<file path="config.mk">
export PLATFORM = sky130hd
export DESIGN_NAME = predecode
export DESIGN_NICKNAME = d
export VERILOG_FILES = /design/src/source/fetch_pkg.sv /design/src/source/predecode.sv
export VERILOG_INCLUDE_DIRS = /design/src /design/src/source
export SDC_FILE = /design/constraint.sdc
export NUM_CORES = 1
export LEC_CHECK = 0
export ABC_AREA = 1
export BUFFER_PORTS_ARGS = -buffer_cell sky130_fd_sc_hd__buf_2
export CAP_MARGIN = 10
export CORE_UTILIZATION = 58
export DETAILED_ROUTE_END_ITERATION = 6
export GPL_ROUTABILITY_DRIVEN = 1
export GPL_TIMING_DRIVEN = 0
export PLACE_DENSITY = 0.92
export SYNTH_ARGS = -nofsm -noshare
export SYNTH_HDL_FRONTEND = slang
export SYNTH_SLANG_ARGS = --single-unit
export TNS_END_PERCENT = 1
</file>
<file path="constraint.sdc">
create_clock -name vclk -period 5.85
set_input_delay 0.585 -clock vclk [all_inputs]
set_output_delay 0.585 -clock vclk [all_outputs]
set_load 0.02 [all_outputs]
</file>
<file path="src/source/fetch_params.svh">
`ifndef FETCH_PARAMS_SVH
`define FETCH_PARAMS_SVH

//////////////////////////////
// fetch geometry
//////////////////////////////

// slots per fetch group
`define FETCH_WIDTH 4
// pc and instruction width, word addressed
`define PC_WIDTH 16
// instruction words in imem
`define IMEM_DEPTH 256
// bimodal counters, indexed by low pc bits
`define BHT_ENTRIES 64

//////////////////////////////
// major opcodes, inst[15:12]
//////////////////////////////

// conditional branch, signed offset in inst[7:0]
`define OP_BRANCH 4'hC
// immediate jump, signed offset in inst[11:0]
`define OP_JUMP 4'hD

`endif
</file>
<file path="src/source/fetch_pkg.sv">
`include "fetch_params.svh"

package fetch_pkg;

    //////////////////////////////
    // basic words
    //////////////////////////////

    // word address
    typedef logic [`PC_WIDTH-1:0] pc_t;
    // one instruction word
    typedef logic [`PC_WIDTH-1:0] inst_t;

    //////////////////////////////
    // predictor state
    //////////////////////////////

    // upper bit set means predict taken
    typedef enum logic [1:0] {
        CTR_SNT = 2'b00,
        CTR_WNT = 2'b01,
        CTR_WT  = 2'b10,
        CTR_ST  = 2'b11
    } ctr_t;

    // counter value out of reset
    localparam ctr_t CTR_RESET = CTR_WNT;

    // predecode class of one slot
    typedef enum logic [1:0] {
        KIND_OTHER  = 2'b00,
        KIND_BRANCH = 2'b01,
        KIND_JUMP   = 2'b10
    } slot_kind_t;

endpackage

</file>
<file path="src/source/predecode.sv">
`timescale 1ns/1ps
`include "fetch_params.svh"

module predecode import fetch_pkg::*; (
    // group base address
    input  pc_t        pc,
    input  inst_t      inst   [`FETCH_WIDTH],
    output slot_kind_t kind   [`FETCH_WIDTH],
    output pc_t        target [`FETCH_WIDTH]
);

    //////////////////////////////
    // per-slot decode
    //////////////////////////////

    genvar i;
    generate
        for (i = 0; i < `FETCH_WIDTH; i++) begin : g_slot
            pc_t        slot_pc;
            pc_t        fall_pc;
            pc_t        br_off;
            pc_t        jmp_off;
            logic [3:0] opcode;

            assign slot_pc = pc + `PC_WIDTH'(i);
            // targets are relative to the following word
            assign fall_pc = slot_pc + `PC_WIDTH'(1);
            assign opcode  = inst[i][15:12];

            // sign extend both offset fields
            assign br_off  = {{(`PC_WIDTH-8){inst[i][7]}}, inst[i][7:0]};
            assign jmp_off = {{(`PC_WIDTH-12){inst[i][11]}}, inst[i][11:0]};

            always_comb begin
                case (opcode)
                    `OP_BRANCH: begin
                        kind[i]   = KIND_BRANCH;
                        target[i] = fall_pc + br_off;
                    end
                    `OP_JUMP: begin
                        kind[i]   = KIND_JUMP;
                        target[i] = fall_pc + jmp_off;
                    end
                    default: begin
                        // not a control word
                        kind[i]   = KIND_OTHER;
                        target[i] = '0;
                    end
                endcase
            end
        end
    endgenerate

endmodule

</file>
==> results of run 1 <==
stage by stage:
step	power [W]	instances	hold WS [ps]
floorplan	0.000364	777	1250
global placement	0.000484	1024	1440
detailed placement	0.000492	1024	1440
CTS	0.000495	1024	1440
global route	0.000561	1024	1450
finish	0.000501	1024	1440
final cells by class:
class	count	share of cell area (%)
well taps	99	2.32
multi-input cells	662	75.3
repair buffers	148	13.9
inverters	106	7.45
plain buffers	9	1.08
worst max-delay path by stage:
stage          startpoint         end  slack (ps)  cells past startpoint
2_1_floorplan       pc[0]  target[47]        2080                     20
3_3_place_gp        pc[0]  target[47]        1530                     22
3_5_place_dp        pc[0]  target[47]        1500                     23
4_1_cts             pc[0]  target[47]        1490                     23
5_1_grt             pc[1]  target[47]        1070                     24
6_report            pc[0]  target[47]        1460                     23
critical path, cell delays in order:
cell      delay (ps)
buf_2            200
inv_2            150
ha_1             450
nand2_1          150
nor2_4           170
nand3_4          110
nor2_4           150
nand2_4           80
nor2_8           110
nand3_1          100
xor2_1           140
inv_1             50
ha_1             280
inv_1            100
nor3_1           190
inv_1             70
nor3_1           130
nand2_1           70
o211ai_1         130
nand3_1          100
nand2_1           70
nor2_1            40
buf_2            160
per-layer routing:
metal  up-vias  global-route usage (%)  part of all wire (%)
met4         0                    5.87                   2.0
met5         -                       0                     0
met1      2383                    39.9                    45
met2       279                    53.5                    44
met3        23                    1.95                   8.7
li1       2865                       -                     -
cells by family after synthesis:
kind of cell / after synthesis / synth area share, %
simple gates: 356 / 37.2
xor+xnor: 52 / 10.5
buf+inv: 115 / 10.2
fa+ha+maj: 70 / 20.2
compound gates: 184 / 21.8
power breakdown:
| part | total [W] | internal, W | leakage, nW | switching [W] |
|---|---|---|---|---|
| Sequential | 0 | 0 | 0 | 0 |
| Combinational | 0.000501 | 0.000181 | 3.05 | 0.000320 |
| Clock | 0 | 0 | 0 | 0 |
| Total | 0.000501 | 0.000181 | 3.05 | 0.000320 |
layout by cell type, fill, tap and decap left out, types with 6 or more instances in the layout:
master   instances
xnor2_1          8
nand3_1         44
nor2_1          89
o21a_1           7
o21ai_0         53
nand2_2         16
o21ai_1          9
a21oi_1        100
nor2_4           6
buf_2          149
nor3_1          10
xor2_1          42
inv_2            6
inv_1           98
nor2_2           6
nand2_1        160
ha_1            66
==> run metrics, run 1 <==
# DRC 0; Post-DRT Antenna Nets 0; nature of the critical path startpoint primary input; crit path DAT approximately 3800 ps; placed cell area about 5300 µm²; outcome completed; post-CTS sizing 0; Max VDD drop about 0.054 mV; row cnt 31; TritonRoute pass-1 iters 5; filler instances 698; Seq cells 0; initial antenna violation count 0; P_leak between 3 and 4 nW; count of final setup violators 0; gr usage total between 30% and 40%; Hold Crit Class in -> out; WS Path Type in -> out; DR WL/cell 12.4 µm; Synth top area share roughly 18%; Setup TNS 0 ps; Mapped Cells between 700 and 800; largest area contributor in the netlist ha_1; worst slew pin tran between 600 and 700 ps; Hold Startpoint inst[60]; fin. max-slew vios 0; Core Area roughly 7400 µm²; Initial DRC Count 369; CP required roughly 5300 ps; Avg Cell Area, Syn between 5 and 6 µm²; hold endpoint kind[6]; layout cells sized above 1 22.2%; routability cong. 0.982; sequential area share after synthesis 0%; die area 8070 µm²; Max-Cap Viols 0; Final Hold Fails 0; fin util around 72%; Setup Fix Bufs, Post-CTS 0; final wirelength around 13 mm; Rel. slew slack between 50 and 60%; Chip Width 89.8 µm; clkbuf count 0; count leader, synth nand2_1; IO Port Bufs 148; vias in the first global route 4,900; f_max between 200 and 250 MHz; Starting Density 60.7%; Storage cell area 0 µm²; most common library cells after synthesis nand2_1 (160), a21oi_1 (100), inv_1 (98); power per cell area between 90 and 100 nW/µm²; synth unique cells 37; fin area ~5300 µm²; Synth area leaders ha_1 (18%), nand2_1 (13%), a21oi_1 (11%), inv_1 (8.2%), xor2_1 (8.2%); Die Y ~90 µm; CP max FO 7; min Tclk post-route ~4400 ps; final net count around 1,100; Setup WS pre-CTS 1500 ps; area occupied by multi-input gates between 4000 and 5000 µm²; # IOs about 150; DR vias/cell ~5.4; DP HPWL 11.1 mm; RSZ-0062 raised after global routing no; largest net degree at the start of global routing 11; Remaining Overflow, GRT 0; CTS Hold Bufs 0; Netlist Area Pre-Place approximately 4500 µm²; number of antenna diodes 0; Setup WS post-layout 1460 ps; first-pass GRT wire length 21.1 mm; YS warnings 0; critical path capture point type output port; final cycle utilization of the critical path 75.1%; Hold Path Stages 3; Mapped Nets around 930; overall via count from detail_route about 5,600; area grow syn2layout 19.3%
No activity file was read; power rests on OpenSTA's default activity.
==> inputs of run 2 (changes only) <==
CORE_UTILIZATION = 54   (was 58)
PLACE_DENSITY = 0.87   (was 0.92)
clock period = 4.4 ns   (was 5.85 ns; I/O delays follow)
==> run 2 against run 1 <==
Net effect: final area barely moved; global-route usage fell by 2.7 points; hold slack got worse by 290 ps; critical endpoint unchanged.
==> run metrics, run 2 (same netlist as run 1, synthesis figures left out) <==
clkbuf count 0; CP max FO 7; DR vias/cell 5.31; CTS Hold Bufs 0; Post-DRT Antenna Nets 0; crit path DAT 3650 ps; fin util about two thirds; Final Hold Fails 0; Remaining Overflow, GRT 0; most frequent cells in the layout nand2_1 (160), buf_2 (149), a21oi_1 (100); vias in the first global route 4,590; Starting Density between 50 and 60%; area grow syn2layout 19.4%; Hold Crit Class in -> out; initial antenna violation count 0; DP HPWL 10.8 mm; WS Path Type in -> out; CP required approximately 4000 ps; number of antenna diodes 0; most common cell after layout, fill and taps aside nand2_1; gr usage total a little over a quarter; Final Non-Filler Cells 1,027; nature of the critical path startpoint primary input; overall via count from detail_route about 5,500; Combinational Power Share 100.0%; die area 8650 µm²; net switching power ~0.00042 W; worst slew pin tran roughly 670 ps; min Tclk post-route between 4000 and 5000 ps; final wirelength ~12 mm; IO Port Bufs 148; Max VDD drop between 0.07 and 0.08 mV; largest net degree at the start of global routing 11; row cnt 32; final cycle utilization of the critical path just over 90%; post-CTS sizing 0; power per cell area 124 nW/µm²; layout cells sized above 1 between 20 and 25%; # DRC 0; Max-Cap Viols 0; Setup WS pre-CTS 338 ps; Initial DRC Count ~270; internal power around 0.00024 W; Die Y ~93 µm; RSZ-0062 raised after global routing no; final net count 1,077; Storage cell area 0 µm²; Placed Instances 1,027; Core Area about 8000 µm²; f_max between 200 and 250 MHz; Chip Width 93.0 µm; DR WL/cell between 10 and 15 µm; outcome completed; Setup WS post-layout 313 ps; Clk pwr share 0%; Rel. slew slack between 50% and 60%; first-pass GRT wire length approximately 20 mm; fin. max-slew vios 0; Reg power frac 0%; Setup Fix Bufs, Post-CTS 0; filler instances 789; Seq cells 0; routability cong. ~0.98; Setup TNS 0 ps; # IOs 152; P_leak ~3 nW; final hold slack 1150 ps; critical path capture point type output port; Switching Fraction between 60% and 70%; TritonRoute pass-1 iters 5; area occupied by multi-input gates approximately 4000 µm²; count of final setup violators 0
==> run 2: cell counts in the layout (fill, tap and decap cells not counted) <==
No cell type changed its count.
==> run 2: layout make-up <==
type / count / share of cell area, %
tap: 102 / 2.39
buffer: 9 / 1.08
multi-input combinational: 662 / 75.2
inverter: 106 / 7.45
timing repair buffer: 148 / 13.9
==> run 2: final timing paths <==
check                 startpoint         end  cells after the start
worst min-delay path    inst[60]     kind[6]                      3
worst max-delay path       pc[0]  target[47]                     23
==> run 2: layer usage <==
layer / vias to the layer above / global-route usage [%] / wire length [µm]
met2: 213 / 47.3 / 5340
li1: 2873 / - / -
met5: - / 0 / 0
met4: 0 / 1.92 / 104
met1: 2355 / 39.0 / 5920
met3: 12 / 1.30 / 861
==> run 2: per-stage QoR <==
step	cell area, µm²	power (W)
CTS	5340	0.000655
detailed placement	5340	0.000651
global route	5340	0.000748
finish	5340	0.000662
floorplan	4470	0.000484
global placement	5340	0.000645
==> run 2: power groups by stage <==
stage | clock network [W] | registers [W] | logic (W)
after detailed placement | 0 | 0 | 0.000651
after floorplan | 0 | 0 | 0.000484
after global routing | 0 | 0 | 0.000748
after CTS | 0 | 0 | 0.000655
final | 0 | 0 | 0.000662
after global placement | 0 | 0 | 0.000645
==> run 2: worst max-delay path, stage by stage <==
cell and delay [ps]:
buf_2 190, inv_2 150, ha_1 430, nand2_1 140, nor2_4 170, nand3_4 100
nor2_4 150, nand2_4 90, nor2_8 110, nand3_1 90, xor2_1 130, inv_1 50
ha_1 280, inv_1 100, nor3_1 200, inv_1 80, nor3_1 130, nand2_1 80
o211ai_1 150, nand3_1 110, nand2_1 70, nor2_1 30, buf_2 150
==> inputs of run 3 (changes only) <==
BUFFER_PORTS_ARGS = default   (was -buffer_cell sky130_fd_sc_hd__buf_2)
CORE_UTILIZATION = 60   (was 54)
DONT_BUFFER_PORTS = 1   (was default)
MAX_ROUTING_LAYER = met4   (was default)
PLACE_DENSITY = 0.78   (was 0.87)
SETUP_SLACK_MARGIN = 0.15   (was default)
==> run 3 against run 2 <==
Net effect: non-clock buffer count is 148 lower; hold slack worse by 190 ps; sequential share of layout area stayed put; global-route usage is 3.9 points higher; via count is 7.7% lower; first-iteration DRC count is 15% higher; worst setup slack better by 170 ps; count of clock-buffer cells in the layout stayed put; core utilization is 4.0 points lower; highest routed layer unchanged.
==> run metrics, run 3 (same netlist as run 1, synthesis figures left out) <==
outcome completed; Post-DRT Antenna Nets 0; most common cell after layout, fill and taps aside nand2_1; Storage cell area 0 µm²; final cycle utilization of the critical path between 80% and 90%; nature of the critical path startpoint primary input; Remaining Overflow, GRT 0; P_leak between 2 and 2.5 nW; Starting Density between 60% and 70%; min Tclk post-route between 3000 and 4000 ps; crit path DAT around 3500 ps; final net count between 900 and 1,000; Rel. slew slack 54.4%; critical path capture point type output port; Setup TNS 0 ps; post-CTS sizing 0; die area roughly 7800 µm²; Die Y slightly below 90 µm; final hold slack approximately 960 ps; slowest cell on the critical path ha_1; IO Port Bufs 0; worst slew pin tran slightly below 700 ps; Seq cells 0; # DRC 0; Chip Width 88.4 µm; CP dominant cell by count inv_1; gr usage total between 30% and 40%; CP max FO 7; # IOs about 150; vias in the first global route 4,257; WS Path Type in -> out; routability cong. 0.954; final wirelength ~12 mm; Core Area 7210 µm²; CP required 3960 ps; CTS Hold Bufs 0; most frequent cells in the layout nand2_1 (160), a21oi_1 (100), inv_1 (98); DR WL/cell 14.1 µm; TritonRoute pass-1 iters 5; DR vias/cell 5.75; fin. max-slew vios 0; Hold Crit Class in -> out; Max-Cap Viols 0; f_max roughly 260 MHz; overall via count from detail_route 5,033; Max VDD drop around 0.063 mV; Initial DRC Count roughly 300; Final Hold Fails 0; layout cells sized above 1 ~7.3%; cell chain of the critical path inv_2, ha_1, nand2_1, nor2_4, nand3_4, nor2_4, nand2_4, nor2_8, nand3_1, xor2_1, inv_1, ha_1, inv_1, nor3_1, inv_1, nor3_1, nand2_1, o211ai_1, a21oi_1, nor2_1; number of antenna diodes 0; largest net degree at the start of global routing 11; count of final setup violators 0; filler instances 707; Setup Fix Bufs, Post-CTS 0; initial antenna violation count 0; CP max stage delay ~420 ps; RSZ-0062 raised after global routing no; row cnt 31; first-pass GRT wire length just under 20 mm; DP HPWL around 11 mm; area grow syn2layout 2.77%; clkbuf count 0; power per cell area roughly 130 nW/µm²
run 3: cell types whose count changed in the layout (fill, tap and decap cells not counted):
cell	before	now
buf_2	149	1
run 3: path summary, 6_finish.rpt:
path / start / end / slack (ps) / cells after the start
worst max-delay path: pc[0] / target[47] / 490 / 20
worst min-delay path: inst[44] / kind[4] / 960 / 1
run 3: cell type report:
type / count / area, µm² / share of cell area, %
multi-input cells: 662 / 4020 / 87.4
well taps: 99 / 124 / 2.69
plain buffers: 9 / 57.6 / 1.25
inverters: 106 / 398 / 8.65
run 3: power by group:
part           switching, W  leakage [nW]  internal [W]
clock                     0             0             0
combinational      0.000401          2.37      0.000199
sequential                0             0             0
run 3: per-stage QoR:
stage / cell area (µm²) / total power, W / cells / util (%) / worst slack [ps]
global placement: 4600 / 0.000574 / 876 / 63.7 / 544
detailed placement: 4600 / 0.000589 / 876 / 63.7 / 535
floorplan: 4470 / 0.000484 / 777 / - / 918
global route: 4600 / 0.000677 / 876 / 63.7 / 170
CTS: 4600 / 0.000592 / 876 / 63.7 / 522
finish: 4600 / 0.000600 / 876 / 63.7 / 485
run 3: metal layers:
layer	up-vias	global-route usage (%)	wire length (µm)
li1	2571	-	-
met1	2231	41.1	5600
met2	215	52.9	5580
met3	16	2.80	962
met4	0	4.99	193
met5	-	-	0
run 3: worst max-delay path, delay by kind of cell:
family,cells,cell delay [ps]
xor+xnor,1,170
buf+inv,4,330
fa+ha+maj,2,730
simple gates,11,1580
compound gates,2,220
