--- config.mk ---
export PLATFORM = sky130hd
export DESIGN_NAME = bimodal_predictor
export DESIGN_NICKNAME = d
export VERILOG_FILES = /design/src/source/fetch_pkg.sv /design/src/source/bimodal_predictor.sv
export VERILOG_INCLUDE_DIRS = /design/src /design/src/source
export SDC_FILE = /design/constraint.sdc
export NUM_CORES = 1
export LEC_CHECK = 0
export ABC_AREA = 1
export BUFFER_PORTS_ARGS = -buffer_cell sky130_fd_sc_hd__buf_4
export CAP_MARGIN = 20
export CORE_MARGIN = 4
export CORE_UTILIZATION = 65
export DETAILED_ROUTE_END_ITERATION = 10
export GPL_TIMING_DRIVEN = 0
export PLACE_DENSITY = 0.9
export SLEW_MARGIN = 30
export SYNTH_ARGS = -nofsm -noshare
export SYNTH_HDL_FRONTEND = slang
export SYNTH_SLANG_ARGS = --single-unit
--- constraint.sdc ---
create_clock -name clk -period 4.7 [get_ports clk]
set_input_delay 0.47 -clock clk [delete_from_list [all_inputs] [get_ports clk]]
set_output_delay 0.47 -clock clk [all_outputs]
set_load 0.02 [all_outputs]
--- src/source/fetch_params.svh ---
`ifndef FETCH_PARAMS_SVH
`define FETCH_PARAMS_SVH

//////////////////////////////
// fetch geometry
//////////////////////////////

// slots per fetch group
`define FETCH_WIDTH 4
// pc and instruction width, word addressed
`define PC_WIDTH 16
// instruction words in imem
`define IMEM_DEPTH 256
// bimodal counters, indexed by low pc bits
`define BHT_ENTRIES 64

//////////////////////////////
// major opcodes, inst[15:12]
//////////////////////////////

// conditional branch, signed offset in inst[7:0]
`define OP_BRANCH 4'hC
// immediate jump, signed offset in inst[11:0]
`define OP_JUMP 4'hD

`endif
--- src/source/fetch_pkg.sv ---
`include "fetch_params.svh"

package fetch_pkg;

    //////////////////////////////
    // basic words
    //////////////////////////////

    // word address
    typedef logic [`PC_WIDTH-1:0] pc_t;
    // one instruction word
    typedef logic [`PC_WIDTH-1:0] inst_t;

    //////////////////////////////
    // predictor state
    //////////////////////////////

    // upper bit set means predict taken
    typedef enum logic [1:0] {
        CTR_SNT = 2'b00,
        CTR_WNT = 2'b01,
        CTR_WT  = 2'b10,
        CTR_ST  = 2'b11
    } ctr_t;

    // counter value out of reset
    localparam ctr_t CTR_RESET = CTR_WNT;

    // predecode class of one slot
    typedef enum logic [1:0] {
        KIND_OTHER  = 2'b00,
        KIND_BRANCH = 2'b01,
        KIND_JUMP   = 2'b10
    } slot_kind_t;

endpackage

--- src/source/bimodal_predictor.sv ---
`timescale 1ns/1ps
`include "fetch_params.svh"

module bimodal_predictor import fetch_pkg::*; (
    input  logic                    clk,
    input  logic                    rst_n,
    // group base address
    input  pc_t                     pc,
    // commit-side training
    input  logic                    update_en,
    input  pc_t                     update_pc,
    input  logic                    update_taken,
    // one bit per slot, slot 0 in bit 0
    output logic [`FETCH_WIDTH-1:0] pred_taken
);

    // table index width
    localparam int IW = $clog2(`BHT_ENTRIES);

    ctr_t          bht [`BHT_ENTRIES];
    logic [IW-1:0] upd_idx;

    //////////////////////////////
    // saturating step
    //////////////////////////////

    function automatic ctr_t ctr_step(input ctr_t cur, input logic up);
        ctr_t res;
        res = cur;
        if (up) begin
            // stop at strong taken
            if (cur != CTR_ST) begin
                res = ctr_t'(cur + 2'd1);
            end
        end else begin
            // stop at strong not-taken
            if (cur != CTR_SNT) begin
                res = ctr_t'(cur - 2'd1);
            end
        end
        return res;
    endfunction

    //////////////////////////////
    // training
    //////////////////////////////

    assign upd_idx = update_pc[IW-1:0];

    // one update per cycle, lookups see it next cycle
    always_ff @(posedge clk or negedge rst_n) begin
        if (!rst_n) begin
            for (int e = 0; e < `BHT_ENTRIES; e++) begin
                bht[e] <= CTR_RESET;
            end
        end else if (update_en) begin
            bht[upd_idx] <= ctr_step(bht[upd_idx], update_taken);
        end
    end

    //////////////////////////////
    // four lookups
    //////////////////////////////

    genvar i;
    generate
        for (i = 0; i < `FETCH_WIDTH; i++) begin : g_look
            logic [IW-1:0] idx;
            // low bits of pc + i
            assign idx           = pc[IW-1:0] + IW'(i);
            // taken when counter upper bit set
            assign pred_taken[i] = bht[idx][1];
        end
    endgenerate

endmodule

==> run summary, run 1 <==
Status = finished clean
Fin area = 10300 um^2
Final WL = 35500 um
Internal power = 2340 uW
Cts bufs inserted = 17
Dpl hpwl = 25000 um
Hold_sp = bht[86]
Effective utilization at floorplan = 66.9%
Final setup violation count = 0
GRT met1 Usage = 58.4%
CP Max Fanout = 11
Largest regs = bht: 128 flops
DR DRC count = 0
Die area = 16300 um^2
GRT Residual Overflow = 0
Routed WL per cell = 19.9 um
Antenna Nets Post-Route = 0
CP arrival = 3.51 ns
Yosys reg bits = 128
RSZ-0062 raised after global routing = false
P_leak = 0.00538 uW
Number of port buffers = 17
Ant diodes = 0
Critical path's largest stage delay = 0.66 ns
P_sw = 1320 uW
Met2 usage = 64.2%
Max Cap Violations = 0
IO Count = 40
Dpl cell area = 9710 um^2
Clk slew on worst S/H paths = 0.06 ns
Crit path capture type = output port
Hold Violations, Final = 0
First-pass GRT wire length = 56000 um
Share of layout cells above drive strength 1 = 9.90%
Clock sink total = 128
1st-iter DRT viols = 1780
Reg area = 3280 um^2
Chip Height = 128 um
Hold crit path type = reg -> reg
Max_slew headroom = 38.7%
Area of the multi-input gates = 4970 um^2
Cell depth of the worst hold path = 2
Worst Setup SP = pc[1]
Post-synth cell types = 31
PostCTS Resize Cnt = 0
Post-Route Setup TNS = 0 ns
Largest net degree at the start of global routing = 84
Kind of critical path = in -> out
Max IR drop VDD = 0.315 mV
H-Tree Depth = 4
Clk_lat worst skew = 0.44 ns
Flop pwr share = 38.8%
Largest Register = bht
Req. time, crit path = 4.23 ns
Mapped Cells = 1555
Buf/Inv on CP = 7
Worst r2r src = bht[4]
Synth-to-layout area growth = 10.4%
Slew @ Worst Pin = 0.913 ns
Via Count = 11000
Global placer's final weighted congestion = 1.06
Number of fill cells in the layout = 1121
CTS tree = built
Core area = 13900 um^2
Clock skew = 0.0113 ns
Sequential area share after synthesis = 35.2%
Final net count = 1633
Syn_nets = 1595
Die W = 128 um
Setup bufs post-CTS = 0
Maximum root-to-sink buffer count = 2
GR peak layer = met2
Number of global-route vias before repair = 10200
Rows = 43
Final Max Tran Viols = 0
Post-Syn Area = 9320 um^2
Crit path cell chain = buf_4, inv_1, clkbuf_1, clkbuf_1, ha_1, xor2_1, inv_1, nand3_1, nand3_1, nand3_1, nand2_1, inv_1, a32oi_1, buf_4
Logic gate share of total power = 25.0%
Power per Cell Area = 355 nW/um^2
Slowest CP cell = xor2_1
Crit share post-route = 84.8%
Levels on crit path = 14
Final Critical Period = 3.98 ns
Clk root buf = clkbuf_16
Initial antenna violation count = 0
Setup ws final = 0.717 ns
Number of flip-flops in the largest register = 128
Pre-CTS setup slack = 0.840 ns
Pre-antenna DRT Iters = 7
Vias/cell = 6.14
Net Sw Frac = 36.1%
Hold buffers post-CTS = 1
Mean post-synth cell area = 5.99 um^2
Tot GR Track Use = 44.5%
Worst Setup Start Kind = input pin
Yosys warns = 0
Reg2Reg Depth = 15
M3 GR Usage = 14.7%
Fmax = 251 MHz
Clock Power Share = 36.2%
Top delay family on crit path = buffers and inverters
## final timing paths
path | end | slack (ns)
min in group asynchronous | bht[3] | 0.52
max | pred_taken[3] | 0.72
max in group asynchronous | bht[126] | 3.41
max reg2reg | bht[15] | 2.61
min | bht[86] | 0.47
min reg2reg | bht[86] | 0.47
## cells in the final DEF (no fill, tap or decap), drive strengths merged
cell type    count
a31oi            1
buf             54
a21oi            2
o21ai           85
or2              1
nor2            86
a32oi            1
ha               4
nand4            2
clkinvlp         3
dfrtp           64
o211ai          17
nand3          186
bufinv           1
nand2          770
clkinv           2
dlygate4sd3      1
o21a             1
xnor2            1
nor3            15
xor2             6
dfstp           64
clkbuf          52
inv            186
nand3b           1
## synth_stat cells, drive strengths merged
master  number  area share [%]
nand2      770              31
nand3      186              10
inv        177             7.1
nor2        86             3.6
o21ai       85             4.6
dfrtp       64              17
dfstp       64              18
buf         36             2.9
clkbuf      34             1.4
o211ai      17             1.4
nor3        15            0.81
xor2         6            0.56
ha           4            0.54
a21oi        2            0.11
nand4        2            0.13
a31oi        1           0.067
a32oi        1           0.094
clkinv       1           0.040
nand3b       1           0.081
o21a         1           0.081
or2          1           0.067
xnor2        1           0.094
## power groups by stage
| stage | Clock [uW] | Sequential (uW) | Combinational, uW |
|---|---|---|---|
| after floorplan | 0 | 1380 | 601 |
| after global placement | 0 | 1420 | 843 |
| after detailed placement | 0 | 1420 | 863 |
| after CTS | 1300 | 1410 | 877 |
| after global routing | 1360 | 1430 | 995 |
| final | 1320 | 1420 | 913 |
## per-layer routing
metal  vias up  part of all wire (%)
li1       4890                     -
met1      4901                    36
met2       943                    41
met3       236                    15
met4         0                   7.5
met5         -                     0
## cells by family after synthesis
logic type | share of synthesized area (%)
AOI/OAI and AO/OA | 6.28
xor gates and xnor gates | 0.658
adders and majority gates | 0.537
buffers and inverters | 11.4
DFF | 35.2
and+or+nand+nor | 45.9
## worst reg2reg max path, delay by kind of cell (launching register included)
family	cells	cell delay [ns]
simple gates	13	1.23
buf+inv	2	0.26
flops	1	0.53
## final cells by class
| cell class | instances | share of cell area [%] |
|---|---|---|
| Multi-Input combinational cell | 1179 | 48.3 |
| Inverter | 178 | 6.49 |
| Clock buffer | 18 | 4.17 |
| Clock inverter | 14 | 1.39 |
| Buffer | 70 | 3.83 |
| Sequential cell | 128 | 31.9 |
| Timing Repair Buffer | 19 | 1.68 |
| Tap cell | 180 | 2.19 |
## per-stage QoR
| step | util, % | hold slack (ns) | total power [uW] | std cells |
|---|---|---|---|---|
| after CTS | 73.8 | 0.466 | 3590 | 1786 |
| after global placement | 69.4 | 0.454 | 2260 | 1752 |
| after global routing | 73.8 | 0.483 | 3780 | 1786 |
| final | 73.8 | 0.466 | 3660 | 1786 |
| after floorplan | - | 0.174 | 1980 | 1555 |
| after detailed placement | 69.7 | 0.391 | 2290 | 1753 |
(Power assumes the default switching activity.)
==> run 2: changes to the inputs <==
ABC_AREA = 0   (was 1)
CORE_UTILIZATION = 63   (was 65)
PLACE_DENSITY = 0.88   (was 0.9)
clock period = 3.85 ns   (was 4.7 ns; I/O delays follow)
==> run summary, run 2 <==
Power per Cell Area = 491 nW/um^2 (was 355 nW/um^2)
GRT Residual Overflow = 0 (unchanged)
Rows = 41 (was 43)
Final Critical Period = 3.72 ns
Clk_lat worst skew = 0.43 ns (was 0.44 ns)
Setup bufs post-CTS = 0 (unchanged)
Reg2Reg Depth = 8 (was 15)
Chip Height = 123 um (was 128 um)
Dpl hpwl = 18500 um (was 25000 um)
Final Hold Slack = 0.310 ns (was 0.466 ns)
DR DRC count = 0 (unchanged)
Max Cap Violations = 0 (unchanged)
Clk slew on worst S/H paths = 0.06 ns (about the same)
Die area = 15200 um^2 (was 16300 um^2)
First-pass GRT wire length = 40400 um (was 56000 um)
Number of flip-flops in the largest register = 128 (unchanged)
CP arrival = 3.33 ns (was 3.51 ns)
Max IR drop VDD = 0.471 mV (was 0.315 mV)
Dominant cell type by area after synthesis = mux4_2 (was nand2_1)
Util after Layout = 73.4% (was 73.8%)
Crit path cell chain = buf_4, buf_12, buf_4, inv_1, ha_2, buf_6, buf_4, mux4_2, mux4_2, mux2_2, nand2_1, o21ai_1, buf_4 (was buf_4, inv_1, clkbuf_1, clkbuf_1, ha_1, xor2_1, inv_1, nand3_1, nand3_1, nand3_1, nand2_1, inv_1, a32oi_1, buf_4)
Number of global-route vias before repair = 7030 (was 10200)
Critical path's largest stage delay = 0.49 ns (was 0.66 ns)
Worst r2r src = bht[1] (was bht[4])
Vias/cell = 7.33 (was 6.14)
Crit path capture type = output port (unchanged)
CTS tree = built (unchanged)
Sequential area share after synthesis = 39.3% (was 35.2%)
Effective utilization at floorplan = 65.4% (was 66.9%)
IO Count = 40 (unchanged)
Final Max Tran Viols = 0 (unchanged)
Req. time, crit path = 3.46 ns (was 4.23 ns)
Dpl cell area = 8750 um^2 (was 9710 um^2)
Initial antenna violation count = 0 (unchanged)
Synth area leaders = mux4_2 28%, dfstp_2 20%, dfrtp_1 19% (was nand2_1 31%, dfstp_2 18%, dfrtp_1 17%)
Maximum root-to-sink buffer count = 2 (unchanged)
Clock sink total = 128 (unchanged)
Clk root buf = clkbuf_16 (unchanged)
Global placer's final weighted congestion = 1.03 (was 1.06)
Most common library cells after synthesis = 179 x nand2_1, 115 x o21ai_0, 103 x mux4_2 (was 766 x nand2_1, 186 x nand3_1, 172 x inv_1)
Hold crit path type = in -> reg (was reg -> reg)
Final net count = 830 (was 1633)
Core area = 12800 um^2 (was 13900 um^2)
Largest Register = bht (unchanged)
Met3 wire length = 3600 um (was 5290 um)
Yosys top cell area share = 27.8% (was 30.9%)
Fmax = 269 MHz
Cts bufs inserted = 17 (unchanged)
Worst Setup Start Kind = input pin (unchanged)
Top delay family on crit path = buffers and inverters (unchanged)
R2r endpoint = bht[111] (was bht[15])
Slowest CP cell = mux4_2 (was xor2_1)
Via Count = 7144 (was 11000)
Buf/Inv on CP = 7 (unchanged)
CP Max Fanout = 19 (was 11)
Final WL = 25700 um (was 35500 um)
Tot GR Track Use = 36.4% (was 44.5%)
Yosys warns = 0 (unchanged)
Mean post-synth cell area = 11.0 um^2 (was 5.99 um^2)
Most frequent cells in the layout = 179 x nand2_1, 114 x o21ai_0, 103 x mux4_2 (was 766 x nand2_1, 186 x nand3_1, 172 x inv_1)
Ys async rst share = 100% (unchanged)
Post-synth EDFFs = 0 (unchanged)
Pwr Total = 4600 uW (was 3660 uW)
P_leak = 0.00357 uW (was 0.00538 uW)
Syn_nets = 798 (was 1595)
Max_slew headroom = 30.2% (was 38.7%)
Worst Setup SP = pc[0] (was pc[1])
Highest metal used = met4 (unchanged)
H-Tree Depth = 4 (unchanged)
Yosys reg bits = 128 (unchanged)
Kind of critical path = in -> out (unchanged)
Capture point of the worst path = pred_taken[3] (unchanged)
Primary FF master, synth = dfstp_2 (unchanged)
Post-Syn Area = 8350 um^2 (was 9320 um^2)
Largest regs = bht: 128 flops (unchanged)
Levels on crit path = 13 (was 14)
Die W = 123 um (was 128 um)
Final setup violation count = 0 (unchanged)
Wire length on met2 = 12100 um (was 14600 um)
Antenna Nets Post-Route = 0 (unchanged)
Clock skew = 0.0101 ns (was 0.0113 ns)
1st-iter DRT viols = 1330 (was 1780)
Setup ws final = 0.135 ns (was 0.717 ns)
Post-synth cell types = 50 (was 31)
Mapped Cells = 758 (was 1555)
Routed WL per cell = 26.4 um (was 19.9 um)
Slew @ Worst Pin = 1.04 ns (was 0.913 ns)
Crit share post-route = 96.5%
Share of layout cells above drive strength 1 = 34.2% (was 9.90%)
Largest net degree at the start of global routing = 93 (was 84)
Hold Violations, Final = 0 (unchanged)
R2R setup slack = 0.96 ns (was 2.61 ns)
CP most frequent cell = buf_4
Status = finished clean (unchanged)
Most common cell after layout, fill and taps aside = nand2_1 (unchanged)
Fin area = 9380 um^2 (was 10300 um^2)
Number of port buffers = 16 (was 17)
Ant diodes = 0 (unchanged)
Synth-to-layout area growth = 12.3% (was 10.4%)
Count leader, synth = nand2_1 (unchanged)
Pre-antenna DRT Iters = 5 (was 7)
RSZ-0062 raised after global routing = false (unchanged)
M1 WL = 9030 um (was 12900 um)
Pre-CTS setup slack = -1.06 ns (was 0.840 ns)
[run 2: where the power goes]
part | switching (uW) | total (uW) | internal (uW)
Sequential | 275 | 1890 | 1620
Combinational | 496 | 1020 | 527
Clock | 612 | 1690 | 1080
Total | 1380 | 4600 | 3220
[run 2: layout make-up]
cell class,count,area [um^2]
repair buffers,19,173
fillers,869,3400
clock inverters,14,190
clock buffers,18,429
plain buffers,49,274
well taps,172,215
multi-input cells,570,4790
flip-flops and latches,128,3280
inverters,5,18.8
[run 2: worst min-delay path by stage]
stage,start,endpoint,slack (ns),cells after the start
after floorplan,rst_n,bht[101],0.09,0
after global placement,bht[106],bht[106],0.45,2
after detailed placement,rst_n,bht[59],0.28,1
after CTS,update_en,bht[24],0.29,3
after global routing,update_en,bht[24],0.31,3
final,update_en,bht[24],0.31,3
[run 2: cell families (layout without fill, tap and decap cells)]
logic type	count (synthesis)	in the layout	share of synthesized area (%)
and+or+nand+nor	256	256	12.8
AOI/OAI and AO/OA	169	169	11.5
muxes	128	128	30.9
DFF	128	128	39.3
buffers and inverters	60	105	3.43
xor gates and xnor gates	11	11	1.15
adders and majority gates	6	6	0.869
[run 2: worst min-delay path, cell delays in order]
cell	delay, ns
buf_4	0.13
nand4_1	0.14
o31ai_2	0.07
[run 2: what timing repair did]
action | 4_1_cts | 5_1_grt
hold buffers | 1 | 0
hold endpoints to repair | 17 | 0
setup endpoints to repair | 3 | 3
gates resized for setup | 9 | 1
[run 2: stage by stage]
step	TNS [ns]	instances
after floorplan	-0.0612	758
after global placement	-2.59	946
after detailed placement	-3.03	948
after CTS	0	976
after global routing	0	975
final	0	975
[run 2: layer usage]
metal	vias up	GRT usage (%)
li1	2922	-
met5	-	0
met3	93	11.4
met4	0	15.2
met1	3499	49.5
met2	630	55.2
