`config.mk`:
```
export PLATFORM = sky130hd
export DESIGN_NAME = next_pc_ctrl
export DESIGN_NICKNAME = d
export VERILOG_FILES = /design/src/source/fetch_pkg.sv /design/src/source/next_pc_ctrl.sv
export VERILOG_INCLUDE_DIRS = /design/src /design/src/source
export SDC_FILE = /design/constraint.sdc
export NUM_CORES = 1
export LEC_CHECK = 0
export ABC_AREA = 1
export BUFFER_PORTS_ARGS = -buffer_cell sky130_fd_sc_hd__buf_4
export CAP_MARGIN = 20
export CELL_PAD_IN_SITES_DETAIL_PLACEMENT = 1
export CELL_PAD_IN_SITES_GLOBAL_PLACEMENT = 1
export CORE_ASPECT_RATIO = 1.5
export CORE_MARGIN = 1
export CORE_UTILIZATION = 25
export DETAILED_ROUTE_END_ITERATION = 8
export GPL_ROUTABILITY_DRIVEN = 0
export PLACE_DENSITY_LB_ADDON = 0.05
export RECOVER_POWER = 100
export SLEW_MARGIN = 20
export SYNTH_ARGS = -nofsm -noshare
export SYNTH_HDL_FRONTEND = slang
export SYNTH_SLANG_ARGS = --single-unit
```
`constraint.sdc`:
```
create_clock -name clk -period 1.5 [get_ports clk]
set_clock_uncertainty 0.05 [all_clocks]
set_input_delay 0.15 -clock clk [delete_from_list [all_inputs] [get_ports clk]]
set_output_delay 0.15 -clock clk [all_outputs]
set_load 0.005 [all_outputs]
```
`src/source/fetch_params.svh`:
```
`ifndef FETCH_PARAMS_SVH
`define FETCH_PARAMS_SVH

//////////////////////////////
// fetch geometry
//////////////////////////////

// slots per fetch group
`define FETCH_WIDTH 4
// pc and instruction width, word addressed
`define PC_WIDTH 16
// instruction words in imem
`define IMEM_DEPTH 256
// bimodal counters, indexed by low pc bits
`define BHT_ENTRIES 64

//////////////////////////////
// major opcodes, inst[15:12]
//////////////////////////////

// conditional branch, signed offset in inst[7:0]
`define OP_BRANCH 4'hC
// immediate jump, signed offset in inst[11:0]
`define OP_JUMP 4'hD

`endif
```
`src/source/fetch_pkg.sv`:
```
`include "fetch_params.svh"

package fetch_pkg;

    //////////////////////////////
    // basic words
    //////////////////////////////

    // word address
    typedef logic [`PC_WIDTH-1:0] pc_t;
    // one instruction word
    typedef logic [`PC_WIDTH-1:0] inst_t;

    //////////////////////////////
    // predictor state
    //////////////////////////////

    // upper bit set means predict taken
    typedef enum logic [1:0] {
        CTR_SNT = 2'b00,
        CTR_WNT = 2'b01,
        CTR_WT  = 2'b10,
        CTR_ST  = 2'b11
    } ctr_t;

    // counter value out of reset
    localparam ctr_t CTR_RESET = CTR_WNT;

    // predecode class of one slot
    typedef enum logic [1:0] {
        KIND_OTHER  = 2'b00,
        KIND_BRANCH = 2'b01,
        KIND_JUMP   = 2'b10
    } slot_kind_t;

endpackage

```
`src/source/next_pc_ctrl.sv`:
```
`timescale 1ns/1ps
`include "fetch_params.svh"

module next_pc_ctrl import fetch_pkg::*; (
    input  logic                    clk,
    input  logic                    rst_n,
    // hold request from decode
    input  logic                    stall_fetch,
    // recovery from commit
    input  logic                    has_mispredict,
    input  pc_t                     pc_recovery,
    // test pc load
    input  logic                    exter_pc_en,
    input  pc_t                     exter_pc,
    // per-slot predecode and prediction
    input  slot_kind_t              kind       [`FETCH_WIDTH],
    input  pc_t                     target     [`FETCH_WIDTH],
    input  logic [`FETCH_WIDTH-1:0] pred_taken,
    output pc_t                     pc,
    output logic [`FETCH_WIDTH-1:0] slot_valid
);

    logic [`FETCH_WIDTH-1:0] redirect;
    logic [`FETCH_WIDTH-1:0] keep_mask;
    logic                    redirect_any;
    pc_t                     redirect_pc;
    pc_t                     pc_nxt;
    logic                    group_drop;

    //////////////////////////////
    // first redirecting slot
    //////////////////////////////

    // jumps always redirect and branches only when predicted taken
    always_comb begin
        for (int i = 0; i < `FETCH_WIDTH; i++) begin
            redirect[i] = (kind[i] == KIND_JUMP) ||
                          ((kind[i] == KIND_BRANCH) && pred_taken[i]);
        end
    end

    // scan from the oldest slot and keep up to the first redirect
    always_comb begin
        redirect_any = 1'b0;
        redirect_pc  = '0;
        keep_mask    = '0;
        for (int i = 0; i < `FETCH_WIDTH; i++) begin
            if (!redirect_any) begin
                keep_mask[i] = 1'b1;
                if (redirect[i]) begin
                    redirect_any = 1'b1;
                    redirect_pc  = target[i];
                end
            end
        end
    end

    //////////////////////////////
    // next pc priority
    //////////////////////////////

    always_comb begin
        if (exter_pc_en) begin
            pc_nxt = exter_pc;
        end else if (has_mispredict) begin
            pc_nxt = pc_recovery;
        end else if (stall_fetch) begin
            // hold so the group is replayed
            pc_nxt = pc;
        end else if (redirect_any) begin
            pc_nxt = redirect_pc;
        end else begin
            pc_nxt = pc + `PC_WIDTH'(`FETCH_WIDTH);
        end
    end

    always_ff @(posedge clk or negedge rst_n) begin
        if (!rst_n) begin
            pc <= '0;
        end else begin
            pc <= pc_nxt;
        end
    end

    //////////////////////////////
    // valid mask to decode
    //////////////////////////////

    // group is thrown away in reset or on any of these
    assign group_drop = stall_fetch || has_mispredict || exter_pc_en || !rst_n;
    assign slot_valid = group_drop ? '0 : keep_mask;

endmodule

```
==> results of run 1 <==
## layout by cell type (no fill, tap or decap), types with 2 or more instances in the layout
cell type  count
a22o_1         2
nand3_2        2
xor2_1         2
nor2_4         7
nor2_1        15
dfrtp_2        8
nor2_2         3
dfrtp_1        8
o21ai_1        3
a21oi_1        6
inv_1         55
nand3_4        2
nand3b_1       3
nand2_1      165
o221a_1        2
clkbuf_1       2
nor2_8         2
clkbuf_16      3
o221a_2        9
nand3_1       32
inv_2          7
nand2_2        5
o21ai_2        2
nand2_4        7
nand4_1        6
buf_6          2
or2_0          2
or2_2          4
o21ai_0       11
buf_4        150
## how the worst max path moves through the flow
| stage | from | end | slack [ns] | depth (start not counted) |
|---|---|---|---|---|
| floorplan | pc[2] | pc[10] | 0.04 | 9 |
| global route | pc[3] | pc[6] | -0.08 | 12 |
| global placement | pc[2] | pc[4] | 0.01 | 10 |
| detailed placement | pc[2] | pc[10] | -0.07 | 9 |
| CTS | pc[2] | pc[10] | 0.0004 | 9 |
| finish | pc[3] | pc[6] | 0.003 | 12 |
## what timing repair did
action	4_1_cts	5_1_grt
pin swaps	0	16
setup buffers	0	4
resized for setup	6	36
hold buffers	1	0
endpoints found under the hold margin	16	0
setup endpoints to repair	6	15
## per-layer routing
layer / vias to the layer above / part of all wire, % / GRT usage (%)
li1: 1519 / - / -
met1: 1401 / 40 / 24.5
met2: 89 / 54 / 39.0
met3: 14 / 4.1 / 2.56
met4: 0 / 2.1 / 7.53
met5: - / 0 / 0
## layout make-up
cell class	count	area (um^2)	area share [%]
sequential	16	410	11.2
tap	107	134	3.67
timing repair buffer	157	1180	32.3
clock buffer	4	88.8	2.43
inverter	63	239	6.55
multi-input combinational	300	1600	43.8
## cells in the mapped netlist, types with 2 or more instances
cell type and n:
a21oi_1 6, a22o_1 2, buf_2 4, buf_4 2
buf_6 4, dfrtp_1 16, inv_1 57, inv_2 6
nand2_1 171, nand2_2 3, nand2_4 3, nand3_1 35
nand3b_1 3, nand4_1 6, nor2_1 21, nor2_4 3
nor2_8 2, o21ai_0 12, o21ai_1 3, o221a_1 2
o221a_2 9, or2_0 2, or2_2 4, xnor2_1 2
xor2_1 2
## kinds of logic after synthesis
logic type / Yosys count / share of synthesized area, %
buffers and inverters: 73 / 14.4
adders and majority gates: 1 / 0.569
AOI/OAI and AO/OA: 38 / 12.7
xor gates and xnor gates: 4 / 1.59
DFF: 16 / 18.2
and+or+nand+nor: 257 / 52.5
## critical path: cells and delay by family, from the launching register on
kind | cells | cell delay [ns]
adder cells (fa/ha/maj) | 1 | 0.18
buffers and inverters | 1 | 0.10
flip-flops | 1 | 0.42
AND/OR/NAND/NOR | 10 | 0.63
## stage by stage
step,hold WS [ns],setup TNS [ns]
6_report,0.184,0
3_5_place_dp,0.114,-0.244
5_1_grt,0.214,-0.355
4_1_cts,0.180,0
2_1_floorplan,-0.196,0
3_3_place_gp,0.118,0
## power groups by stage
stage,clock [W],combinational (W),sequential [W]
finish,0.000605,0.00110,0.000568
detailed placement,0,0.00102,0.000558
floorplan,0,0.000481,0.000556
CTS,0.000612,0.00104,0.000554
global route,0.000626,0.00122,0.000575
global placement,0,0.00101,0.000553
==> flow_metrics.env, run 1 <==
export IMPL_status="completed"
export IMPL_grt_overflow_total=0
export IMPL_yosys_most_used_dff="dfrtp_1"
export IMPL_cts_buffers=3
export IMPL_yosys_top_cells_area="nand2_1 29%, dfrtp_1 18%, inv_1 9.7%"
export IMPL_synth_top_area_share_pct=29.2
export IMPL_avgSynthCellArea_um2=5.65
export IMPL_drtIter0Drc=126
export IMPL_fin_ws_ns=0.00331
export IMPL_regMostFlops="pc"
export IMPL_wl_per_cell_um=14.8
export IMPL_pwr_share_seq_pct=25.0
export IMPL_synth_warnings=0
export IMPL_vias_per_cell=4.67
export IMPL_dp_cells=638
export IMPL_synth_nets=503
export IMPL_ys_types=34
export IMPL_reg_top3="pc (16)"
export IMPL_drive_gt1_share_pct=40.6
export IMPL_timing_rr_end="pc[6]"
export IMPL_fmaxAchievable_mhz=668
export IMPL_synth_top_cell_by_area="nand2_1"
export IMPL_postRouteWirelength_mm=9.58
export IMPL_period_share_pct=99.8
export IMPL_h_tree_depth=1
export IMPL_clk_pin_slew_ns=0.06
export IMPL_grt_max_degree=18
export IMPL_power_w=0.00227
export IMPL_largest_register_ffs=16
export IMPL_required_ns=1.59
export IMPL_preCtsSetupSlack_ns=-0.0717
export IMPL_ys_seq_area_share_pct=18.2
export IMPL_vias=3023
export IMPL_syn_to_final_growth_pct=66.0
export IMPL_dieArea_mm2=0.00918
export IMPL_hold_viol=0
export IMPL_design_area_mm2=0.00365
export IMPL_placed_cell_area_mm2=0.00339
export IMPL_critPathMaxFanout=4
export IMPL_synthCells=389
export IMPL_slowest_delay_ns=0.42
export IMPL_first_pass_iters=4
export IMPL_hold_start="target[0]"
export IMPL_hold_path_cell_count=5
export IMPL_drv_cap=0
export IMPL_final_max_slew_viol_count=0
export IMPL_clk_latency_ns=0.25
export IMPL_switching_share_pct=36.5
export IMPL_root_buffer="clkbuf_16"
export IMPL_hold_class="input pin to register"
export IMPL_utilization_pct=43.1
export IMPL_final_fill_count=1176
export IMPL_ioPinCount=133
export IMPL_cts_tree="done"
export IMPL_io_buffers=132
export IMPL_max_slew_margin_pct=67.0
export IMPL_hpwl_mm=8.07
export IMPL_leakagePower_nw=2.06
export IMPL_reg2reg_from="pc[3]"
export IMPL_hold_path_endpoint="pc[0]"
export IMPL_reg2reg_depth=12
export IMPL_antenna_cells=0
export IMPL_grt_setup_unrepaired="yes"
export IMPL_antenna_left=0
export IMPL_cts_max_path_buffers=2
export IMPL_p_switching_w=0.000827
export IMPL_power_frac_clock_pct=26.7
export IMPL_internal_power_w=0.00144
export IMPL_critical_path_class="register to register"
export IMPL_p_comb_share_pct=48.3
export IMPL_synthArstFlopShare_pct=100
export IMPL_setup_viol=0
export IMPL_irDropWorstVdd_mv=0.339
export IMPL_power_density_mw_per_mm2=622
export IMPL_ff2ff_setup_slack_ns=0.003
export IMPL_grt_usage_pct=21.0
export IMPL_path_cells="ha_4, nand3_4, inv_4, nand2_2, nand3_1, nand2_1, nand2_1, nand2_1, nand2_1, nand2_1, nand2_1, nand2_1"
export IMPL_crit_slowest_cell="dfrtp_2"
export IMPL_die_y_um=117
export IMPL_fin_cells=647
export IMPL_initial_core_util_pct=26.0
export IMPL_path_common_cell="nand2_1"
export IMPL_clock_sinks=16
export IMPL_synth_edf_count=0
export IMPL_grt_pass1_wl_mm=14.9
export IMPL_worstMarginPinSlew_ns=0.495
export IMPL_design_core_area_mm2=0.00846
export IMPL_ys_seq_elements=16
export IMPL_die_w_um=78.6
export IMPL_drc=0
export IMPL_syn_area_mm2=0.00220
export IMPL_cp_end_kind="register"
export IMPL_core_rowCount=41
export IMPL_layout_nets=655
export IMPL_arrival_ns=1.59
export IMPL_post_route_min_period_ns=1.50
export IMPL_grt_antenna_before_repair=0
export IMPL_grt_pass1_vias=3021
export IMPL_critPathLaunchType="register"
No activity file was read; power rests on OpenSTA's default activity.
==> inputs of run 2 (changes only) <==
- ABC_AREA: 1 -> unset
==> run 2 against run 1 <==
The run now ends with setup timing left. Sequential power is 5.6% lower. Sequential share of layout area is 0.29 points lower. Total power is 4.7% lower. Register-to-register slack worse by 0.17 ns. Cell count is 16% lower. Worst setup slack worse by 0.17 ns. Critical path depth is 6 lower. First-iteration DRC count is 40% lower. Final area is 0.48% higher. Synthesized cell count is 33% lower. Highest routed layer unchanged.
==> flow_metrics.env, run 2 <==
export IMPL_antenna_cells=0
export IMPL_syn_to_final_growth_pct=89.6
export IMPL_grt_pass1_vias=3092
export IMPL_p_comb_share_pct=56.4
export IMPL_synth_most_common_cell="nor2_1"
export IMPL_hold_start="pc_recovery[1]"
export IMPL_yosys_most_used_dff="dfrtp_1"
export IMPL_crit_slowest_cell="or3_4"
export IMPL_layout_nets=559
export IMPL_grt_usage_pct=24.6
export IMPL_drive_gt1_share_pct=50.9
export IMPL_slowest_delay_ns=0.39
export IMPL_syn_area_mm2=0.00193
export IMPL_regMostFlops="pc"
export IMPL_final_common_cell="buf_4"
export IMPL_io_buffers=132
export IMPL_fmaxAchievable_mhz=601
export IMPL_placed_cell_area_mm2=0.00343
export IMPL_max_slew_margin_pct=66.1
export IMPL_whs_ns=0.0894
export IMPL_hold_viol=0
export IMPL_synth_nets=373
export IMPL_root_buffer="clkbuf_8"
export IMPL_grt_overflow_total=0
export IMPL_ys_types=56
export IMPL_final_cell_mix="180 x buf_4, 22 x nor2_1, 19 x nand2_1"
export IMPL_yosys_top_cells_area="dfrtp_1 21%, o21ai_0 4.9%, nor2_1 4.5%"
export IMPL_cts_max_path_buffers=2
export IMPL_met3_usage_pct=2.57
export IMPL_die_y_um=110
export IMPL_critPathLaunchType="register"
export IMPL_wl_per_cell_um=18.4
export IMPL_core_rowCount=38
export IMPL_worstMarginPinSlew_ns=0.506
export IMPL_path_cells="buf_6, nand2_4, or3_4, nor3b_4, o21a_1, o31a_1"
export IMPL_ys_seq_area_share_pct=20.7
export IMPL_leakagePower_nw=1.68
export IMPL_hpwl_mm=8.27
export IMPL_ioPinCount=133
export IMPL_hold_path_endpoint="pc[1]"
export IMPL_reg2reg_depth=6
export IMPL_grt_max_degree=17
export IMPL_irDropWorstVdd_mv=0.261
export IMPL_synth_top_cell_by_area="dfrtp_1"
export IMPL_final_fill_count=946
export IMPL_avgSynthCellArea_um2=7.46
export IMPL_reg2reg_from="pc[2]"
export IMPL_required_ns=1.60
export IMPL_design_area_mm2=0.00367
export IMPL_status="finished, violations left"
export IMPL_first_pass_iters=4
export IMPL_drv_cap=0
export IMPL_h_tree_depth=1
export IMPL_antenna_left=0
export IMPL_synthArstFlopShare_pct=100
export IMPL_internal_power_w=0.00137
export IMPL_power_w=0.00216
export IMPL_postRouteWirelength_mm=10.0
export IMPL_synthTopCellsByCount="23 x nor2_1, 21 x nand2_1, 19 x o21ai_0"
export IMPL_grt_antenna_before_repair=0
export IMPL_cts_tree="done"
export IMPL_clock_sinks=16
export IMPL_met2_usage_pct=47.4
export IMPL_grt_util_met1_pct=28.1
export IMPL_power_density_mw_per_mm2=589
export IMPL_vias=2894
export IMPL_hold_class="input pin to register"
export IMPL_clk_latency_ns=0.26
export IMPL_initial_core_util_pct=26.2
export IMPL_critPathMaxFanout=4
export IMPL_pwr_share_seq_pct=24.8
export IMPL_critical_path_class="register to register"
export IMPL_violations="setup timing"
export IMPL_largest_register_ffs=16
export IMPL_arrival_ns=1.76
export IMPL_grt_setup_unrepaired="yes"
export IMPL_grt_busiest_layer="met2"
export IMPL_die_w_um=73.8
export IMPL_synth_warnings=0
export IMPL_drc=0
export IMPL_final_max_slew_viol_count=0
export IMPL_cp_end_kind="register"
export IMPL_synth_top_area_share_pct=20.7
export IMPL_synthCells=259
export IMPL_clk_pin_slew_ns=0.07
export IMPL_hold_path_cell_count=3
export IMPL_p_switching_w=0.000791
export IMPL_dieArea_mm2=0.00809
export IMPL_grt_pass1_wl_mm=15.1
export IMPL_cts_buffers=3
export IMPL_power_frac_clock_pct=18.8
export IMPL_drtIter0Drc=76
export IMPL_period_share_pct=111
export IMPL_vias_per_cell=5.32
export IMPL_ff2ff_setup_slack_ns=-0.16
export IMPL_design_core_area_mm2=0.00737
export IMPL_timing_rr_end="pc[9]"
export IMPL_reg_top3="pc (16)"
export IMPL_switching_share_pct=36.6
export IMPL_fin_ws_ns=-0.165
export IMPL_setup_viol=11
export IMPL_synth_edf_count=0
export IMPL_post_route_min_period_ns=1.66
export IMPL_ys_seq_elements=16
## run 2: changes by cell type after synthesis, sizes merged, moves of 7 or more
cell    before  now
o221ai       0    7
and2         0    8
nand2b       0    9
nand3       36    9
o22ai        0   13
a211oi       0   10
a21oi        6   16
o221a       11    0
inv         63    6
nand2      177   21
clkbuf       0    7
## run 2: final cells by class
class | instances | area, um^2 | share of cell area [%]
Inverter | 7 | 26.3 | 0.717
Multi-Input combinational cell | 224 | 1620 | 44.1
Clock buffer | 4 | 55.1 | 1.50
Sequential cell | 16 | 402 | 11.0
Timing Repair Buffer | 193 | 1440 | 39.3
Tap cell | 100 | 125 | 3.41
## run 2: cells by family after synthesis
kind of cell / after synthesis / share of synthesized area, %
multiplexers: 1 / 0.518
flip-flops: 16 / 20.7
AND/OR/NAND/NOR: 105 / 31.1
adder cells (fa/ha/maj): 1 / 0.647
XOR/XNOR: 7 / 3.17
buffers and inverters: 19 / 4.01
AO/OA/AOI/OAI: 110 / 39.9
## run 2: worst max-delay path: cells and delay by family, from the launching register on
kind	cells	cell delay (ns)
and+or+nand+nor	3	0.62
AOI/OAI and AO/OA	2	0.39
DFF	1	0.37
buffers and inverters	1	0.12
## run 2: per-layer routing
metal | wire, um | vias up
met3 | 437 | 14
met1 | 3990 | 1375
met5 | 0 | -
li1 | - | 1393
met4 | 176 | 0
met2 | 5400 | 112
## run 2: worst max path at each step
| stage | from | end | cells past startpoint | slack, ns |
|---|---|---|---|---|
| 3_5_place_dp | pc[2] | pc[6] | 6 | -0.32 |
| 2_1_floorplan | pc[5] | pc[9] | 5 | -0.11 |
| 6_report | pc[2] | pc[9] | 6 | -0.16 |
| 3_3_place_gp | pc[3] | pc[6] | 6 | -0.30 |
| 4_1_cts | pc[3] | pc[6] | 6 | -0.16 |
| 5_1_grt | pc[2] | pc[9] | 6 | -0.22 |
## run 2: timing repair
action | 4_1_cts | 5_1_grt
gates resized for setup | 19 | 16
cloned | 0 | 0
buffers inserted | 3 | 2
pin swaps | 13 | 10
hold buffers | 1 | 0
endpoints found under the setup margin | 15 | 15
hold endpoints to repair | 16 | 0
## run 2: power groups by stage
stage / Sequential, W / Combinational (W) / Clock [W]
global route: 0.000543 / 0.00131 / 0.000425
finish: 0.000536 / 0.00122 / 0.000407
global placement: 0.000542 / 0.00110 / 0
detailed placement: 0.000543 / 0.00112 / 0
floorplan: 0.000565 / 0.000435 / 0
CTS: 0.000534 / 0.00118 / 0.000410
## run 2: per-stage QoR
step	cells	worst slack (ns)	TNS, ns	util [%]
final	544	-0.165	-0.900	49.7
after floorplan	259	-0.108	-0.151	-
after global routing	544	-0.217	-1.84	49.7
after detailed placement	535	-0.322	-2.37	46.5
after CTS	542	-0.156	-0.765	48.8
after global placement	535	-0.295	-2.17	46.5
==> inputs of run 3 (changes only) <==
--- a/config.mk
+++ b/config.mk
@@ -9,3 +9,2 @@
 export BUFFER_PORTS_ARGS = -buffer_cell sky130_fd_sc_hd__buf_4
-export CAP_MARGIN = 20
 export CELL_PAD_IN_SITES_DETAIL_PLACEMENT = 1
@@ -14,3 +13,4 @@
 export CORE_MARGIN = 1
-export CORE_UTILIZATION = 25
+export CORE_UTILIZATION = 26
+export CTS_BUF_LIST = sky130_fd_sc_hd__clkbuf_4 sky130_fd_sc_hd__clkbuf_8
 export DETAILED_ROUTE_END_ITERATION = 8
==> constraint.sdc (replaced) <==
create_clock -name clk -period 1.5 [get_ports clk]
set_clock_uncertainty 0.05 [all_clocks]
set_input_delay 0.3 -clock clk [delete_from_list [all_inputs] [get_ports clk]]
set_output_delay 0.3 -clock clk [all_outputs]
set_load 0.005 [all_outputs]
==> run 3 against run 2 <==
The run still ends with setup timing left. Non-clock buffer count up 6. Fmax shrank 0.37%. Combinational power rose by 6%. Sequential power is 0.9% higher. Register-to-register slack about the same. Die area decreased by 3.8%. Critical path type unchanged. Largest cell class unchanged. Largest power group unchanged.
==> flow_metrics.env, run 3 (synthesis results as in run 2) <==
export IMPL_die_y_um=108
export IMPL_setup_viol=11
export IMPL_worstMarginPinSlew_ns=0.468
export IMPL_met2_usage_pct=48.9
export IMPL_period_share_pct=111
export IMPL_leakagePower_nw=1.75
export IMPL_grt_util_met1_pct=27.9
export IMPL_fin_cells=550
export IMPL_p_comb_share_pct=57.7
export IMPL_fin_setup_tns_ns=-1.00
export IMPL_vias_per_cell=5.34
export IMPL_grt_setup_unrepaired="yes"
export IMPL_io_buffers=132
export IMPL_grt_max_degree=28
export IMPL_syn_to_final_growth_pct=98.8
export IMPL_post_route_min_period_ns=1.67
export IMPL_grt_pass1_vias=3061
export IMPL_power_density_mw_per_mm2=582
export IMPL_switching_share_pct=36.5
export IMPL_grt_pass1_wl_mm=15.1
export IMPL_max_slew_margin_pct=68.8
export IMPL_status="finished, violations left"
export IMPL_critPathLaunchType="register"
export IMPL_irDropWorstVdd_mv=0.308
export IMPL_cp_end_kind="register"
export IMPL_final_common_cell="buf_4"
export IMPL_hpwl_mm=7.99
export IMPL_antenna_left=0
export IMPL_grt_busiest_layer="met2"
export IMPL_hold_class="input pin to register"
export IMPL_violations="setup timing"
export IMPL_reg_top3="pc (16)"
export IMPL_regMostFlops="pc"
export IMPL_cts_max_path_buffers=2
export IMPL_final_fill_count=917
export IMPL_die_w_um=72.4
export IMPL_wl_per_cell_um=18.3
export IMPL_grt_antenna_before_repair=0
export IMPL_whs_ns=0.224
export IMPL_fin_ws_ns=-0.171
export IMPL_layout_nets=565
export IMPL_postRouteWirelength_mm=10.1
export IMPL_vias=2938
export IMPL_dp_cells=539
export IMPL_antenna_cells=0
export IMPL_ioPinCount=133
export IMPL_critPathMaxFanout=6
export IMPL_hold_viol=0
export IMPL_power_frac_clock_pct=18.1
export IMPL_utilization_pct=53.2
export IMPL_final_max_slew_viol_count=0
export IMPL_drv_cap=0
export IMPL_largest_register_ffs=16
export IMPL_grt_overflow_total=0
export IMPL_cts_tree="done"
export IMPL_clk_latency_ns=0.26
export IMPL_p_switching_w=0.000816
export IMPL_drive_gt1_share_pct=54.9
export IMPL_drc=0
export IMPL_h_tree_depth=1
export IMPL_clock_sinks=16
export IMPL_final_cell_mix="173 x buf_4, 19 x nor2_1, 16 x a21oi_1, 16 x nand2_1, 15 x o21ai_0"
export IMPL_root_buffer="clkbuf_8"
export IMPL_arrival_ns=1.77
export IMPL_core_rowCount=38
export IMPL_pwr_share_seq_pct=24.2
export IMPL_grt_usage_pct=25.4
export IMPL_initial_core_util_pct=26.7
export IMPL_clk_pin_slew_ns=0.07
export IMPL_required_ns=1.60
export IMPL_dieArea_mm2=0.00779
export IMPL_first_pass_iters=4
export IMPL_power_w=0.00224
export IMPL_internal_power_w=0.00142
export IMPL_met3_usage_pct=4.03
export IMPL_cts_buffers=3
export IMPL_fmaxAchievable_mhz=598
export IMPL_design_core_area_mm2=0.00723
export IMPL_drtIter0Drc=110
export IMPL_critical_path_class="register to register"
[run 3: area by class of cell]
cell class                 count  area, um^2  area share (%)
multi-input combinational    224        1690            43.9
timing repair buffer         199        1550            40.2
sequential                    16         403            10.5
tap                          100         125            3.26
clock buffer                   4        55.1            1.43
inverter                       7        26.3           0.684
[run 3: final timing paths]
path	from	to	slack, ns	cells after the start
max	pc[6]	pc[9]	-0.17	5
min	pc_recovery[1]	pc[1]	0.22	3
max reg2reg	pc[6]	pc[9]	-0.17	5
min reg2reg	pc[1]	pc[1]	0.57	2
max in group asynchronous	rst_n	pc[4]	0.36	3
min in group asynchronous	rst_n	pc[12]	0.69	3
[run 3: worst max-delay path, cell delays in order (launching register included)]
cell     delay (ns)
dfrtp_1        0.40
nand3_4        0.14
or3_4          0.42
nor3b_4        0.16
o21a_1         0.16
o31a_1         0.23
[run 3: routing by layer]
metal  share of wire, %  wire length (um)  vias to the layer above
met3                6.5               657                       20
li1                   -                 -                     1399
met5                  0                 0                        -
met2                 54              5480                      130
met4                2.5               249                        0
met1                 37              3670                     1389
[run 3: timing repair]
action / CTS / global route
pin swaps: 24 / 12
hold endpoints to repair: 16 / 0
setup endpoints to repair: 18 / 19
setup buffers: 4 / 2
gates resized for setup: 29 / 29
hold buffers: 1 / 0
[run 3: per-stage QoR]
stage | setup WS [ns] | cell area, um^2
5_1_grt | -0.246 | 3840
3_5_place_dp | -0.396 | 3500
2_1_floorplan | -0.106 | 1990
3_3_place_gp | -0.384 | 3500
6_report | -0.171 | 3840
4_1_cts | -0.143 | 3720
[run 3: power by group through the flow]
stage	Combinational (W)	Clock, W	Sequential [W]
floorplan	0.000451	0	0.000565
global route	0.00139	0.000435	0.000548
CTS	0.00123	0.000410	0.000538
finish	0.00129	0.000404	0.000541
detailed placement	0.00115	0	0.000542
global placement	0.00113	0	0.000541
